### src/verilog/fabric_config.svh
`ifndef FABRIC_CONFIG_SVH
`define FABRIC_CONFIG_SVH

`default_nettype none

// the fabric is one row of tiles with a left-to-right channel
`define FAB_TILES         4
`define FAB_TRACKS        4
`define FAB_PINS_PER_TILE 2
`define FAB_PINS          (`FAB_TILES * `FAB_PINS_PER_TILE)
`define FAB_TILE_BITS     41                            // one tile word in the chain
`define FAB_CFG_BITS      (`FAB_TILES * `FAB_TILE_BITS) // 164 bits in total

// field offsets inside one tile word
`define CFG_CB_LSB    0  // two select bits per CLB input
`define CFG_SB_LSB    8  // two select bits per outgoing track
`define CFG_IO_LSB    16 // per pin the oe bit, then a two-bit track select
`define CFG_MODE_BIT  22 // set for one LUT4, clear for two LUT3
`define CFG_REG1_BIT  23
`define CFG_REG2_BIT  24
`define CFG_TABLE_LSB 25
`define CFG_TABLE_W   16

// switch box select codes
`define SB_PASS 2'd0 // pass the incoming track straight on
`define SB_Y1   2'd1
`define SB_Y2   2'd2
`define SB_PIN  2'd3 // even tracks take the even pin, odd tracks the odd pin

`default_nettype wire

`endif

### src/verilog/fabric_pkg.sv
`default_nettype none

package fabric_pkg;

	// the 16-bit truth table of one CLB, read either as a whole
	// or as two independent 8-entry tables
	typedef union packed {
		logic [15:0]      lut4;   // LUT4 mode, indexed by all four inputs
		logic [1:0][7:0]  halves; // dual mode, one byte per LUT3
	} clb_table_u;

	// which byte of halves feeds which output
	localparam int unsigned TBL_LO = 0; // lower byte drives y1
	localparam int unsigned TBL_HI = 1; // upper byte drives y2

endpackage

`default_nettype wire

### src/verilog/cfg_chain.sv
`include "fabric_config.svh"

`default_nettype none

module cfg_chain (
	input  logic                     sys_clk,
	input  logic                     rst_n,
	input  logic                     sin,      // serial configuration data from the host
	input  logic                     shift_en, // one place per edge while high
	input  logic                     cfg_req,  // commit request, four-phase
	output logic                     sout,     // bit falling off the end of the chain
	output logic                     cfg_ack,
	output logic [`FAB_CFG_BITS-1:0] active_cfg
);

	// shadow copy that the host shifts through, the fabric never sees it directly
	logic [`FAB_CFG_BITS-1:0] shadow;

	logic shift_ok; // shift only while no commit is in progress
	logic commit;   // edge on which the shadow is copied over

	assign shift_ok = shift_en & ~cfg_req & ~cfg_ack;
	assign commit   = cfg_req & ~cfg_ack;

	// bit 0 is a flop output, so the host reads it before the edge that drops it
	assign sout = shadow[0];

	// the chain shifts toward bit 0 and sin enters at the top
	always_ff @(posedge sys_clk or negedge rst_n) begin
		if (!rst_n) begin
			shadow <= '0;
		end else if (shift_ok) begin
			shadow <= {sin, shadow[`FAB_CFG_BITS-1:1]};
		end
	end

	// active configuration the tiles run from
	// all zero after reset so that no pin drives until the first commit
	always_ff @(posedge sys_clk or negedge rst_n) begin
		if (!rst_n) begin
			active_cfg <= '0;
		end else if (commit) begin
			active_cfg <= shadow; // whole word at once, logic never sees a half-shifted chain
		end
	end

	// four-phase handshake
	// ack rises on the commit edge and holds until req is seen low
	always_ff @(posedge sys_clk or negedge rst_n) begin
		if (!rst_n) begin
			cfg_ack <= 1'b0;
		end else if (commit) begin
			cfg_ack <= 1'b1;
		end else if (!cfg_req) begin
			cfg_ack <= 1'b0; // req dropped, release on this edge
		end
	end

	// while req and ack are both high nothing changes here,
	// the host simply waits for it to let go of req

endmodule

`default_nettype wire

### src/verilog/clb.sv
`default_nettype none

module clb (
	input  logic                   sys_clk,
	input  logic                   rst_n,
	input  logic [3:0]             lut_in,    // from the connection box
	input  fabric_pkg::clb_table_u lut_table,
	input  logic                   lut4_mode, // one LUT4 when set, two LUT3 otherwise
	input  logic                   reg_y1,    // take y1 from its flop
	input  logic                   reg_y2,
	output logic                   y1,
	output logic                   y2
);
	import fabric_pkg::*;

	logic y1_comb; // raw lookups ahead of the optional flops
	logic y2_comb;
	logic y1_q;
	logic y2_q;

	// table lookup
	// in dual mode both LUT3 share the low three inputs and lut_in[3] is ignored
	always_comb begin
		if (lut4_mode) begin
			y1_comb = lut_table.lut4[lut_in]; // both outputs carry the same LUT4 result
			y2_comb = lut_table.lut4[lut_in];
		end else begin
			y1_comb = lut_table.halves[TBL_LO][lut_in[2:0]];
			y2_comb = lut_table.halves[TBL_HI][lut_in[2:0]];
		end
	end

	// output flops load on every edge, the register bits only choose
	// which version leaves the block
	always_ff @(posedge sys_clk or negedge rst_n) begin
		if (!rst_n) begin
			y1_q <= 1'b0;
			y2_q <= 1'b0;
		end else begin
			y1_q <= y1_comb;
			y2_q <= y2_comb;
		end
	end

	assign y1 = reg_y1 ? y1_q : y1_comb; // one cycle of latency when registered
	assign y2 = reg_y2 ? y2_q : y2_comb;

endmodule

`default_nettype wire

### src/verilog/fabric_tile.sv
`include "fabric_config.svh"

`default_nettype none

module fabric_tile (
	input  logic                          sys_clk,
	input  logic                          rst_n,
	input  logic [`FAB_TRACKS-1:0]        trk_in,    // outgoing tracks of the left neighbor
	input  logic [`FAB_TILE_BITS-1:0]     tile_cfg,  // this tile's slice of the active word
	input  fabric_pkg::clb_table_u        lut_table,
	input  logic [`FAB_PINS_PER_TILE-1:0] pin_in,
	output logic [`FAB_TRACKS-1:0]        trk_out,   // toward the right neighbor
	output logic [`FAB_PINS_PER_TILE-1:0] pin_out,
	output logic [`FAB_PINS_PER_TILE-1:0] pin_oe
);

	logic [3:0] clb_in; // the four inputs picked by the connection box
	logic       y1;
	logic       y2;

	// connection box
	// each CLB input names one incoming track with its two select bits
	for (genvar i = 0; i < 4; i++) begin : g_cb
		logic [1:0] sel;

		assign sel       = tile_cfg[`CFG_CB_LSB + 2*i +: 2];
		assign clb_in[i] = trk_in[sel];
	end

	clb i_clb (
		.sys_clk   (sys_clk),
		.rst_n     (rst_n),
		.lut_in    (clb_in),
		.lut_table (lut_table),
		.lut4_mode (tile_cfg[`CFG_MODE_BIT]),
		.reg_y1    (tile_cfg[`CFG_REG1_BIT]),
		.reg_y2    (tile_cfg[`CFG_REG2_BIT]),
		.y1        (y1),
		.y2        (y2)
	);

	// switch box
	// an outgoing track carries the same track from the left, a CLB output or a pin,
	// tracks never turn back so no loop can be built
	for (genvar j = 0; j < `FAB_TRACKS; j++) begin : g_sb
		logic [1:0] sel;
		logic       drive; // value placed on outgoing track j

		assign sel = tile_cfg[`CFG_SB_LSB + 2*j +: 2];

		always_comb begin
			case (sel)
				`SB_PASS: drive = trk_in[j];
				`SB_Y1:   drive = y1;
				`SB_Y2:   drive = y2;
				default:  drive = pin_in[j % `FAB_PINS_PER_TILE]; // `SB_PIN, parity picks the pin
			endcase
		end

		assign trk_out[j] = drive;
	end

	// pin block
	// the output side of a pin always follows its selected outgoing track,
	// the oe bit alone decides whether the pad drives
	for (genvar p = 0; p < `FAB_PINS_PER_TILE; p++) begin : g_io
		logic [1:0] trk_sel;

		assign trk_sel    = tile_cfg[`CFG_IO_LSB + 3*p + 1 +: 2];
		assign pin_oe[p]  = tile_cfg[`CFG_IO_LSB + 3*p];
		assign pin_out[p] = trk_out[trk_sel];
	end

	// the table field of tile_cfg is not sliced here,
	// it comes in already typed on lut_table

endmodule

`default_nettype wire

### src/verilog/fabric_top.sv
`include "fabric_config.svh"

`default_nettype none

module fabric_top (
	input  logic                 sys_clk,
	input  logic                 rst_n,
	input  logic                 sin,      // configuration chain in
	input  logic                 shift_en,
	input  logic                 cfg_req,
	input  logic [`FAB_PINS-1:0] pin_in,
	output logic                 sout,     // configuration chain out, for readback
	output logic                 cfg_ack,
	output logic [`FAB_PINS-1:0] pin_out,
	output logic [`FAB_PINS-1:0] pin_oe
);
	import fabric_pkg::*;

	logic [`FAB_CFG_BITS-1:0] active_cfg; // committed configuration of all tiles

	// trk[t] enters tile t and trk[t+1] leaves it along the routing channel
	logic [`FAB_TILES:0][`FAB_TRACKS-1:0] trk;

	assign trk[0] = '0; // nothing to the left of tile 0

	cfg_chain i_cfg_chain (
		.sys_clk    (sys_clk),
		.rst_n      (rst_n),
		.sin        (sin),
		.shift_en   (shift_en),
		.cfg_req    (cfg_req),
		.sout       (sout),
		.cfg_ack    (cfg_ack),
		.active_cfg (active_cfg)
	);

	// tile t owns bits t*41 up to t*41+40 of the active word and pins 2t, 2t+1
	for (genvar t = 0; t < `FAB_TILES; t++) begin : g_tile
		clb_table_u tile_table; // truth table field seen through the union

		assign tile_table = active_cfg[t*`FAB_TILE_BITS + `CFG_TABLE_LSB +: `CFG_TABLE_W];

		fabric_tile i_fabric_tile (
			.sys_clk   (sys_clk),
			.rst_n     (rst_n),
			.trk_in    (trk[t]),
			.tile_cfg  (active_cfg[t*`FAB_TILE_BITS +: `FAB_TILE_BITS]),
			.lut_table (tile_table),
			.pin_in    (pin_in[t*`FAB_PINS_PER_TILE +: `FAB_PINS_PER_TILE]),
			.trk_out   (trk[t+1]),
			.pin_out   (pin_out[t*`FAB_PINS_PER_TILE +: `FAB_PINS_PER_TILE]),
			.pin_oe    (pin_oe[t*`FAB_PINS_PER_TILE +: `FAB_PINS_PER_TILE])
		);
	end

	// the tracks leaving the last tile end at the edge of the fabric,
	// they only reach the outside through that tile's own pins

endmodule

`default_nettype wire

### config.mk
export PLATFORM = sky130hd
export DESIGN_NAME = fabric_top
export DESIGN_NICKNAME = d
export VERILOG_FILES = /design/src/verilog/fabric_pkg.sv /design/src/verilog/cfg_chain.sv /design/src/verilog/clb.sv /design/src/verilog/fabric_tile.sv /design/src/verilog/fabric_top.sv
export VERILOG_INCLUDE_DIRS = /design/src /design/src/verilog
export SDC_FILE = /design/constraint.sdc
export NUM_CORES = 1
export LEC_CHECK = 0
export ABC_AREA = 0
export BUFFER_PORTS_ARGS = -buffer_cell sky130_fd_sc_hd__buf_2
export CORE_ASPECT_RATIO = 1.25
export CORE_MARGIN = 1
export CORE_UTILIZATION = 30
export DETAILED_ROUTE_END_ITERATION = 12
export PLACE_DENSITY_LB_ADDON = 0.05
export REMOVE_ABC_BUFFERS = 1
export SKIP_CTS_REPAIR_TIMING = 1
export SYNTH_ARGS = -nofsm -noshare
export SYNTH_HDL_FRONTEND = slang
export SYNTH_HIERARCHICAL = 1
export SYNTH_SLANG_ARGS = --single-unit
### constraint.sdc
create_clock -name sys_clk -period 12.72 [get_ports sys_clk]
set_clock_uncertainty 0.2 [all_clocks]
set_input_delay 2.544 -clock sys_clk [delete_from_list [all_inputs] [get_ports sys_clk]]
set_output_delay 2.544 -clock sys_clk [all_outputs]
set_load 0.005 [all_outputs]
==> results of run 1 <==
worst max-delay path: stages:
cell and delay [ns]:
buf_2 0.11, mux4_2 0.48, mux4_2 0.58, mux4_2 0.50, mux2i_4 0.20, o221ai_1 0.20, mux4_2 0.52, mux4_2 0.54
mux4_1 0.52, mux2i_4 0.22, o221ai_2 0.16, mux4_2 0.49, mux4_2 0.60, mux4_2 0.51, mux2i_4 0.24, o221ai_2 0.18
mux4_2 0.49, mux4_2 0.47, buf_2 0.14
how the worst min path moves through the flow:
stage / end
6_report: i_cfg_chain/active_cfg[26]
5_1_grt: i_cfg_chain/active_cfg[27]
4_1_cts: i_cfg_chain/active_cfg[26]
3_5_place_dp: i_cfg_chain/active_cfg[57]
3_3_place_gp: i_cfg_chain/active_cfg[26]
2_1_floorplan: i_cfg_chain/active_cfg[108]
power breakdown:
part / total [mW] / switching, mW / internal, mW
Clock: 1.17 / 0.436 / 0.737
Combinational: 0.129 / 0.0673 / 0.0617
Sequential: 1.12 / 0.0210 / 1.10
Total: 2.42 / 0.524 / 1.90
layout by cell type (no fill, tap or decap), drive strengths merged:
cell type and instances:
buf 53, mux4 56, o221ai 8, mux2 328
nand2b 13, or2 8, bufinv 6, dfrtp 337
nand2 12, conb 20, inv 1, nor3b 1
mux2i 16, clkbuf 52, clkinv 9
state kept, by name (all words and copies together), names as in the netlist:
signal and flops:
i_cfg_chain/active_cfg 164, i_cfg_chain/shadow 164, g_tile.i_fabric_tile/i_clb/y1_q 4, g_tile.i_fabric_tile/i_clb/y2_q 4, i_cfg_chain/cfg_ack 1
final cells by class:
| cell class | instances | area (um^2) | area share |
|---|---|---|---|
| sequential | 337 | 8430 | 0.510 |
| multi-input combinational | 462 | 5610 | 0.339 |
| clock buffer | 52 | 1120 | 0.0676 |
| tap | 637 | 797 | 0.0482 |
| timing repair buffer | 53 | 345 | 0.0209 |
| clock inverter | 16 | 234 | 0.0142 |
metal layers:
layer | global-route usage | wire length (um) | part of all wire | up-vias
li1 | - | - | - | 3172
met4 | 0.0415 | 753 | 0.027 | 0
met5 | 0 | 0 | 0 | -
met2 | 0.225 | 15200 | 0.54 | 87
met1 | 0.135 | 11200 | 0.40 | 3749
met3 | 0.0288 | 1030 | 0.037 | 53
==> results.yml, run 1 <==
final_layout:
  final_core_util: 0.351
  n_antenna_cell: 0
  fin_cells: 1557
  final_nets: 905
  nFillCells: 4495
  drive_gt1_frac: 0.480
  stdcell_area_um2: 16500
  synthToLayoutAreaGrowth_pct: 15.8
status:
  violations: "DRC"
  status: "finished with violations"
pwr:
  p_leak_nw: 8.12
  vdd_ir_drop_max_mv: 0.0901
  power_density_nw_per_um2: 147
  p_total_mw: 2.42
hold_path:
  hold_depth: 1
  min_from: "i_cfg_chain/active_cfg[26]"
  hold_path.class: "register to register"
sta:
  setup-violations-final: 0
  slew_viol_final: 0
  postLayoutSetupSlackWorst_ns: 0.272
  worst_pin_slew_ns: 1.10
  post-route-period-util: 0.979
  hold_slack_ns: 0.299
  max_slew_margin: 0.270
  hold_viol: 0
  fmax_mhz: 80.3
  setup_tns_ns: 0
  period_needed_ns: 12.45
detailed_routing:
  first_iter_violations: 199
  drt_first_pass_iters: 8
  wl_per_cell_um: 18.1
  drt-total-wl_mm: 28.2
  via_per_inst: 4.54
  via_count: 7061
  route.detailed.drc: 2
  ant_nets: 0
floorplanning:
  dieArea_um2: 48500
  fp.coreArea_um2: 47100
  rows: 89
  io-pin-count: 31
  die_h_um: 246
  start_util: 0.303
  die_w_um: 197
clock_tree:
  path_clk_slew_ns: 0.05
  cts_tree: "done"
  htreeDepth: 2
  numCtsBuffers: 38
  clk_latency_ns: 0.54
  clockBufferDepth: 3
  cts.sinks: 337
  root_buffer: "clkbuf_16"
worst_setup_path:
  reg2regPathDepth: 19
  path_class: "input port to output port"
  reg2reg_to: "g_tile[3].i_fabric_tile/i_clb/y2_q"
  cp.required_ns: 9.98
  arrival_ns: 9.70
  cp_max_fo: 4
  r2r_slack_ns: 4.79
  crit_end: "pin_out[7]"
  r2r_start: "i_cfg_chain/active_cfg[33]"
  worstSetupStartpoint: "pin_in[1]"
  crit_path_start_kind: "input port"
  critPathCaptureType: "output port"
job:
  drv_cap: 0
global_route:
  grt_max_degree: 165
  grt_pass1_vias: 7958
  grt_overflow: 0
  antenna_found_initial: 0
  grt_use_total: 0.122
  grt_pass1_wl_mm: 45.7
logic_synthesis:
  syn_inst: 837
  syn_area_um2: 14300
  avgSynthCellArea_um2: 17.1
  yosysWarningCount: 6
place:
  dp_cells: 1485
  placed_area_um2: 15100
  gp_congestion: 0.774
  pre_cts_ws_ns: -0.0374
  hpwl_mm: 17.8
  io_buffers: 30
(Power assumes the default switching activity.)
==> inputs of run 2 (changes only) <==
--- a/config.mk
+++ b/config.mk
@@ -12,7 +12,6 @@
 export CORE_MARGIN = 1
 export CORE_UTILIZATION = 30
 export DETAILED_ROUTE_END_ITERATION = 12
-export PLACE_DENSITY_LB_ADDON = 0.05
 export REMOVE_ABC_BUFFERS = 1
 export SKIP_CTS_REPAIR_TIMING = 1
 export SYNTH_ARGS = -nofsm -noshare
==> run 2 against run 1 <==
  * The flow now finishes without violations
  * Critical path type unchanged
  * Via count is essentially flat
  * Clock power shrank 6%
  * Cell count shrank 0.13%
  * Register-to-register slack gained 0.17 ns
  * First-iteration DRC count grew 65%
  * Fmax is essentially flat
==> results.yml, run 2 (synthesis gave the netlist of run 1 again) <==
worst_setup_path:
  cp_max_fo: 4
  critPathCaptureType: "output port"
  cp.required_ns: 9.98
  path_class: "input port to output port"
  arrival_ns: 9.72
  crit_path_start_kind: "input port"
sta:
  hold_slack_ns: 0.295
  fmax_mhz: 80.3
  setup-violations-final: 0
  worst_pin_slew_ns: 1.05
  post-route-period-util: 0.980
  max_slew_margin: 0.298
  postLayoutSetupSlackWorst_ns: 0.261
  period_needed_ns: 12.46
  slew_viol_final: 0
  hold_viol: 0
floorplanning:
  die_h_um: 246
  start_util: 0.303
  rows: 89
  io-pin-count: 31
  dieArea_um2: 48500
  fp.coreArea_um2: 47100
  die_w_um: 197
place:
  dp_cells: 1479
  pre_cts_ws_ns: -0.00117
  hpwl_mm: 15.9
  gp_congestion: 0.734
  io_buffers: 30
final_layout:
  synthToLayoutAreaGrowth_pct: 15.3
  final_common_cell: "dfrtp_1"
  drive_gt1_frac: 0.477
  final_nets: 903
  n_antenna_cell: 0
  final_core_util: 0.349
  layout_common_cells: "337 x dfrtp_1, 256 x mux2_2, 72 x mux2_1, 49 x mux4_2, 41 x clkbuf_16"
  fin_cells: 1555
  reg_top3: "i_cfg_chain/active_cfg (164), i_cfg_chain/shadow (164)"
detailed_routing:
  drt_first_pass_iters: 4
  via_count: 7067
  wl_per_cell_um: 16.6
  ant_nets: 0
  first_iter_violations: 329
  drt-total-wl_mm: 25.8
  via_per_inst: 4.54
  route.detailed.drc: 0
clock_tree:
  path_clk_slew_ns: 0.06
  cts_tree: "done"
  cts.sinks: 337
  root_buffer: "clkbuf_16"
  clk_latency_ns: 0.54
  numCtsBuffers: 38
  htreeDepth: 2
  clockBufferDepth: 3
pwr:
  p_total_mw: 2.35
  vdd_ir_drop_max_mv: 0.0818
  p_leak_nw: 8.06
  power_density_nw_per_um2: 143
global_route:
  grt_use_total: 0.111
  grt_max_degree: 175
  grt_pass1_wl_mm: 42.2
  antenna_found_initial: 0
  grt_overflow: 0
  grt_pass1_vias: 7699
job:
  drv_cap: 0
hold_path:
  hold_path.class: "register to register"
status:
  status: "finished, final reports clean"
run 2: cell count changes in the layout (fill, tap and decap cells not counted), sizes merged:
cell | before | now
inv | 1 | 0
clkbuf | 52 | 59
buf | 53 | 51
clkinvlp | 0 | 2
clkinv | 9 | 5
bufinv | 6 | 2
run 2: worst max-delay path: stages:
cell	delay [ns]
buf_2	0.11
mux4_2	0.47
mux4_2	0.59
mux4_2	0.50
mux2i_4	0.21
o221ai_1	0.21
mux4_2	0.50
mux4_2	0.58
mux4_2	0.49
mux2i_4	0.23
o221ai_2	0.17
mux4_2	0.51
mux4_2	0.56
mux4_1	0.53
mux2i_4	0.24
o221ai_2	0.17
mux4_2	0.48
mux4_2	0.48
buf_2	0.14
run 2: cell type report:
| type | count | area (um^2) |
|---|---|---|
| fillers | 4497 | 30600 |
| multi-input cells | 462 | 5600 |
| clock buffers | 59 | 1180 |
| flip-flops and latches | 337 | 8430 |
| repair buffers | 51 | 343 |
| clock inverters | 9 | 100 |
| well taps | 637 | 797 |
run 2: final timing paths:
kind,from,to,slack [ns],cells past startpoint
worst max-delay path,pin_in[1],pin_out[7],0.26,19
worst min-delay path,i_cfg_chain/active_cfg[35],i_cfg_chain/active_cfg[35],0.30,1
worst max register to register,i_cfg_chain/active_cfg[33],g_tile[3].i_fabric_tile/i_clb/y1_q,4.96,18
worst min register to register,i_cfg_chain/active_cfg[35],i_cfg_chain/active_cfg[35],0.30,1
max in group asynchronous,rst_n,i_cfg_chain/shadow[87],8.44,3
min in group asynchronous,rst_n,i_cfg_chain/shadow[132],1.83,1
run 2: where the power goes:
| group | internal (mW) | leakage [nW] | switching (mW) | total, mW |
|---|---|---|---|---|
| Clock | 0.680 | 0.629 | 0.423 | 1.10 |
| Combinational | 0.0601 | 2.75 | 0.0645 | 0.125 |
| Sequential | 1.10 | 4.68 | 0.0197 | 1.12 |
| Total | 1.84 | 8.06 | 0.507 | 2.35 |
run 2: stage by stage:
step / instance area, um^2 / setup TNS, ns
after floorplan: 14000 / 0
after global routing: 16500 / -0.0270
final: 16500 / 0
after global placement: 15100 / 0
after detailed placement: 15100 / -0.00117
after CTS: 16300 / -0.0143
run 2: routing by layer:
layer | GRT usage | part of all wire
met1 | 0.128 | 0.41
met2 | 0.198 | 0.53
met3 | 0.0262 | 0.037
met4 | 0.0413 | 0.028
met5 | 0 | 0
==> inputs of run 3 (changes only) <==
--- a/config.mk
+++ b/config.mk
@@ -12,6 +12,7 @@
 export CORE_MARGIN = 1
 export CORE_UTILIZATION = 30
 export DETAILED_ROUTE_END_ITERATION = 12
+export PLACE_DENSITY = 0.44
 export REMOVE_ABC_BUFFERS = 1
 export SKIP_CTS_REPAIR_TIMING = 1
 export SYNTH_ARGS = -nofsm -noshare
==> run 3 against run 2 <==
  * The run now ends with DRC left
  * Largest cell class unchanged
  * Flip-flop and latch count unchanged
  * Critical path depth unchanged
  * Critical endpoint unchanged
  * Clock power increased by 4%
==> results.yml, run 3 (synthesis gave the netlist of run 1 again) <==
sta:
  fmax_mhz: 80.5
  setup-violations-final: 0
  setup_tns_ns: 0
  hold_slack_ns: 0.295
  hold_viol: 0
  period_needed_ns: 12.43
  rsz0062_at_grt: "false"
  worst_pin_slew_ns: 1.28
  post-route-period-util: 0.977
  slew_viol_final: 0
  max_slew_margin: 0.148
detailed_routing:
  drt-total-wl_mm: 27.1
  via_count: 7099
  ant_nets: 0
  wl_per_cell_um: 17.4
  first_iter_violations: 221
  drt_first_pass_iters: 8
  route.detailed.drc: 2
  via_per_inst: 4.57
floorplanning:
  start_util: 0.303
  rows: 89
  fp.coreArea_um2: 47100
  dieArea_um2: 48500
  io-pin-count: 31
  die_h_um: 246
  die_w_um: 197
worst_setup_path:
  r2r_start: "i_cfg_chain/active_cfg[33]"
  path_depth: 19
  crit_chain: "buf_2 -> mux4_2 -> mux4_2 -> mux4_1 -> mux2i_4 -> o221ai_2 -> mux4_2 -> mux4_2 -> mux4_1 -> mux2i_4 -> o221ai_2 -> mux4_2 -> mux4_2 -> mux4_2 -> mux2i_4 -> o221ai_2 -> mux4_2 -> mux4_2 -> buf_2"
  reg2regPathDepth: 18
  r2r_slack_ns: 4.95
  path_class: "input port to output port"
  critical_path_buf_inv_count: 2
  crit_end: "pin_out[7]"
  cpPeakStageDelay_ns: 0.59
  critPathCaptureType: "output port"
  arrival_ns: 9.68
  worstSetupStartpoint: "pin_in[1]"
  cp_max_fo: 4
  critPathTopFamily: "multiplexers"
  reg2reg_to: "g_tile[3].i_fabric_tile/i_clb/y1_q"
  cp_common_cell: "mux4_2"
  slowest_stage: "mux4_2"
  cp.required_ns: 9.98
  crit_path_start_kind: "input port"
clock_tree:
  htreeDepth: 2
  cts_tree: "done"
  root_buffer: "clkbuf_16"
  clk_latency_ns: 0.54
  clockBufferDepth: 3
  cts.sinks: 337
  path_clk_slew_ns: 0.06
  numCtsBuffers: 40
final_layout:
  register_area_um2: 8430
  nFillCells: 4537
  multi_input_area_um2: 5620
  final_common_cell: "dfrtp_1"
  synthToLayoutAreaGrowth_pct: 15.4
  final_nets: 901
  reg_top3: "i_cfg_chain/active_cfg (164), i_cfg_chain/shadow (164)"
  n_antenna_cell: 0
  drive_gt1_frac: 0.475
  final_core_util: 0.350
  layout_common_cells: "337 x dfrtp_1, 256 x mux2_2, 72 x mux2_1, 47 x mux4_2, 41 x clkbuf_16"
status:
  violations: "DRC"
  status: "finished with violations"
pwr:
  power_density_nw_per_um2: 145
  pwr-share-comb: 0.053
  p_total_mw: 2.38
  power_frac_seq: 0.469
  vdd_ir_drop_max_mv: 0.0972
  p_sw_frac: 0.222
  clkPwrFrac: 0.478
  p_int_mw: 1.85
  switchingPower_mw: 0.529
  p_leak_nw: 8.08
job:
  drv_cap: 0
global_route:
  grt_use_total: 0.118
  grt_max_degree: 165
  grt_pass1_wl_mm: 44.7
  grt_pass1_vias: 7773
  antenna_found_initial: 0
  grt_overflow: 0
place:
  gp_congestion: 0.743
  hpwl_mm: 16.1
  io_buffers: 30
hold_path:
  hold_path.class: "register to register"
run 3: cell types whose count changed in the layout (fill, tap and decap cells not counted), sizes merged:
cell / delta
buf: -4
clkinv: +1
clkbuf: +2
clkinvlp: -1
run 3: cell type report:
cell class / count / area share
repair buffers: 47 / 0.0190
multi-input cells: 462 / 0.341
well taps: 637 / 0.0484
clock inverters: 9 / 0.00615
flip-flops and latches: 337 / 0.512
clock buffers: 61 / 0.0735
run 3: worst min-delay path by stage:
| stage | from | end | slack, ns | depth (start not counted) |
|---|---|---|---|---|
| 2_1_floorplan | i_cfg_chain/active_cfg[108] | i_cfg_chain/active_cfg[108] | 0.27 | 1 |
| 3_3_place_gp | i_cfg_chain/active_cfg[36] | i_cfg_chain/active_cfg[36] | 0.28 | 1 |
| 3_5_place_dp | i_cfg_chain/active_cfg[36] | i_cfg_chain/active_cfg[36] | 0.29 | 1 |
| 4_1_cts | i_cfg_chain/active_cfg[36] | i_cfg_chain/active_cfg[36] | 0.30 | 1 |
| 5_1_grt | i_cfg_chain/active_cfg[31] | i_cfg_chain/active_cfg[31] | 0.31 | 1 |
| 6_report | i_cfg_chain/active_cfg[36] | i_cfg_chain/active_cfg[36] | 0.30 | 1 |
run 3: per-stage QoR:
step                area, um^2  instances  worst slack [ns]
finish                   16500       1553             0.295
global route             16500       1553           0.00225
CTS                      16400       1553            0.0224
detailed placement       15100       1483           0.00276
global placement         15100       1483             0.172
floorplan                14000        799             0.623
run 3: worst register-to-register path: cells and delay by family (launching register included):
kind	cells	cell delay (ns)
mux	15	6.45
compound gates	3	0.62
flops	1	0.38
run 3: power by group through the flow:
stage	clock [mW]	sequential (mW)	combinational (mW)
floorplan	0	1.13	0.0828
global placement	0	1.14	0.123
detailed placement	0	1.14	0.124
CTS	1.19	1.12	0.125
global route	1.23	1.12	0.140
finish	1.14	1.12	0.126
run 3: layer usage:
layer  wire length [um]  GRT usage  vias to the layer above
li1                   -          -                     3171
met3                891     0.0237                       52
met5                  0          0                        -
met1              11300      0.140                     3791
met4                902     0.0534                        0
met2              14000      0.207                       85
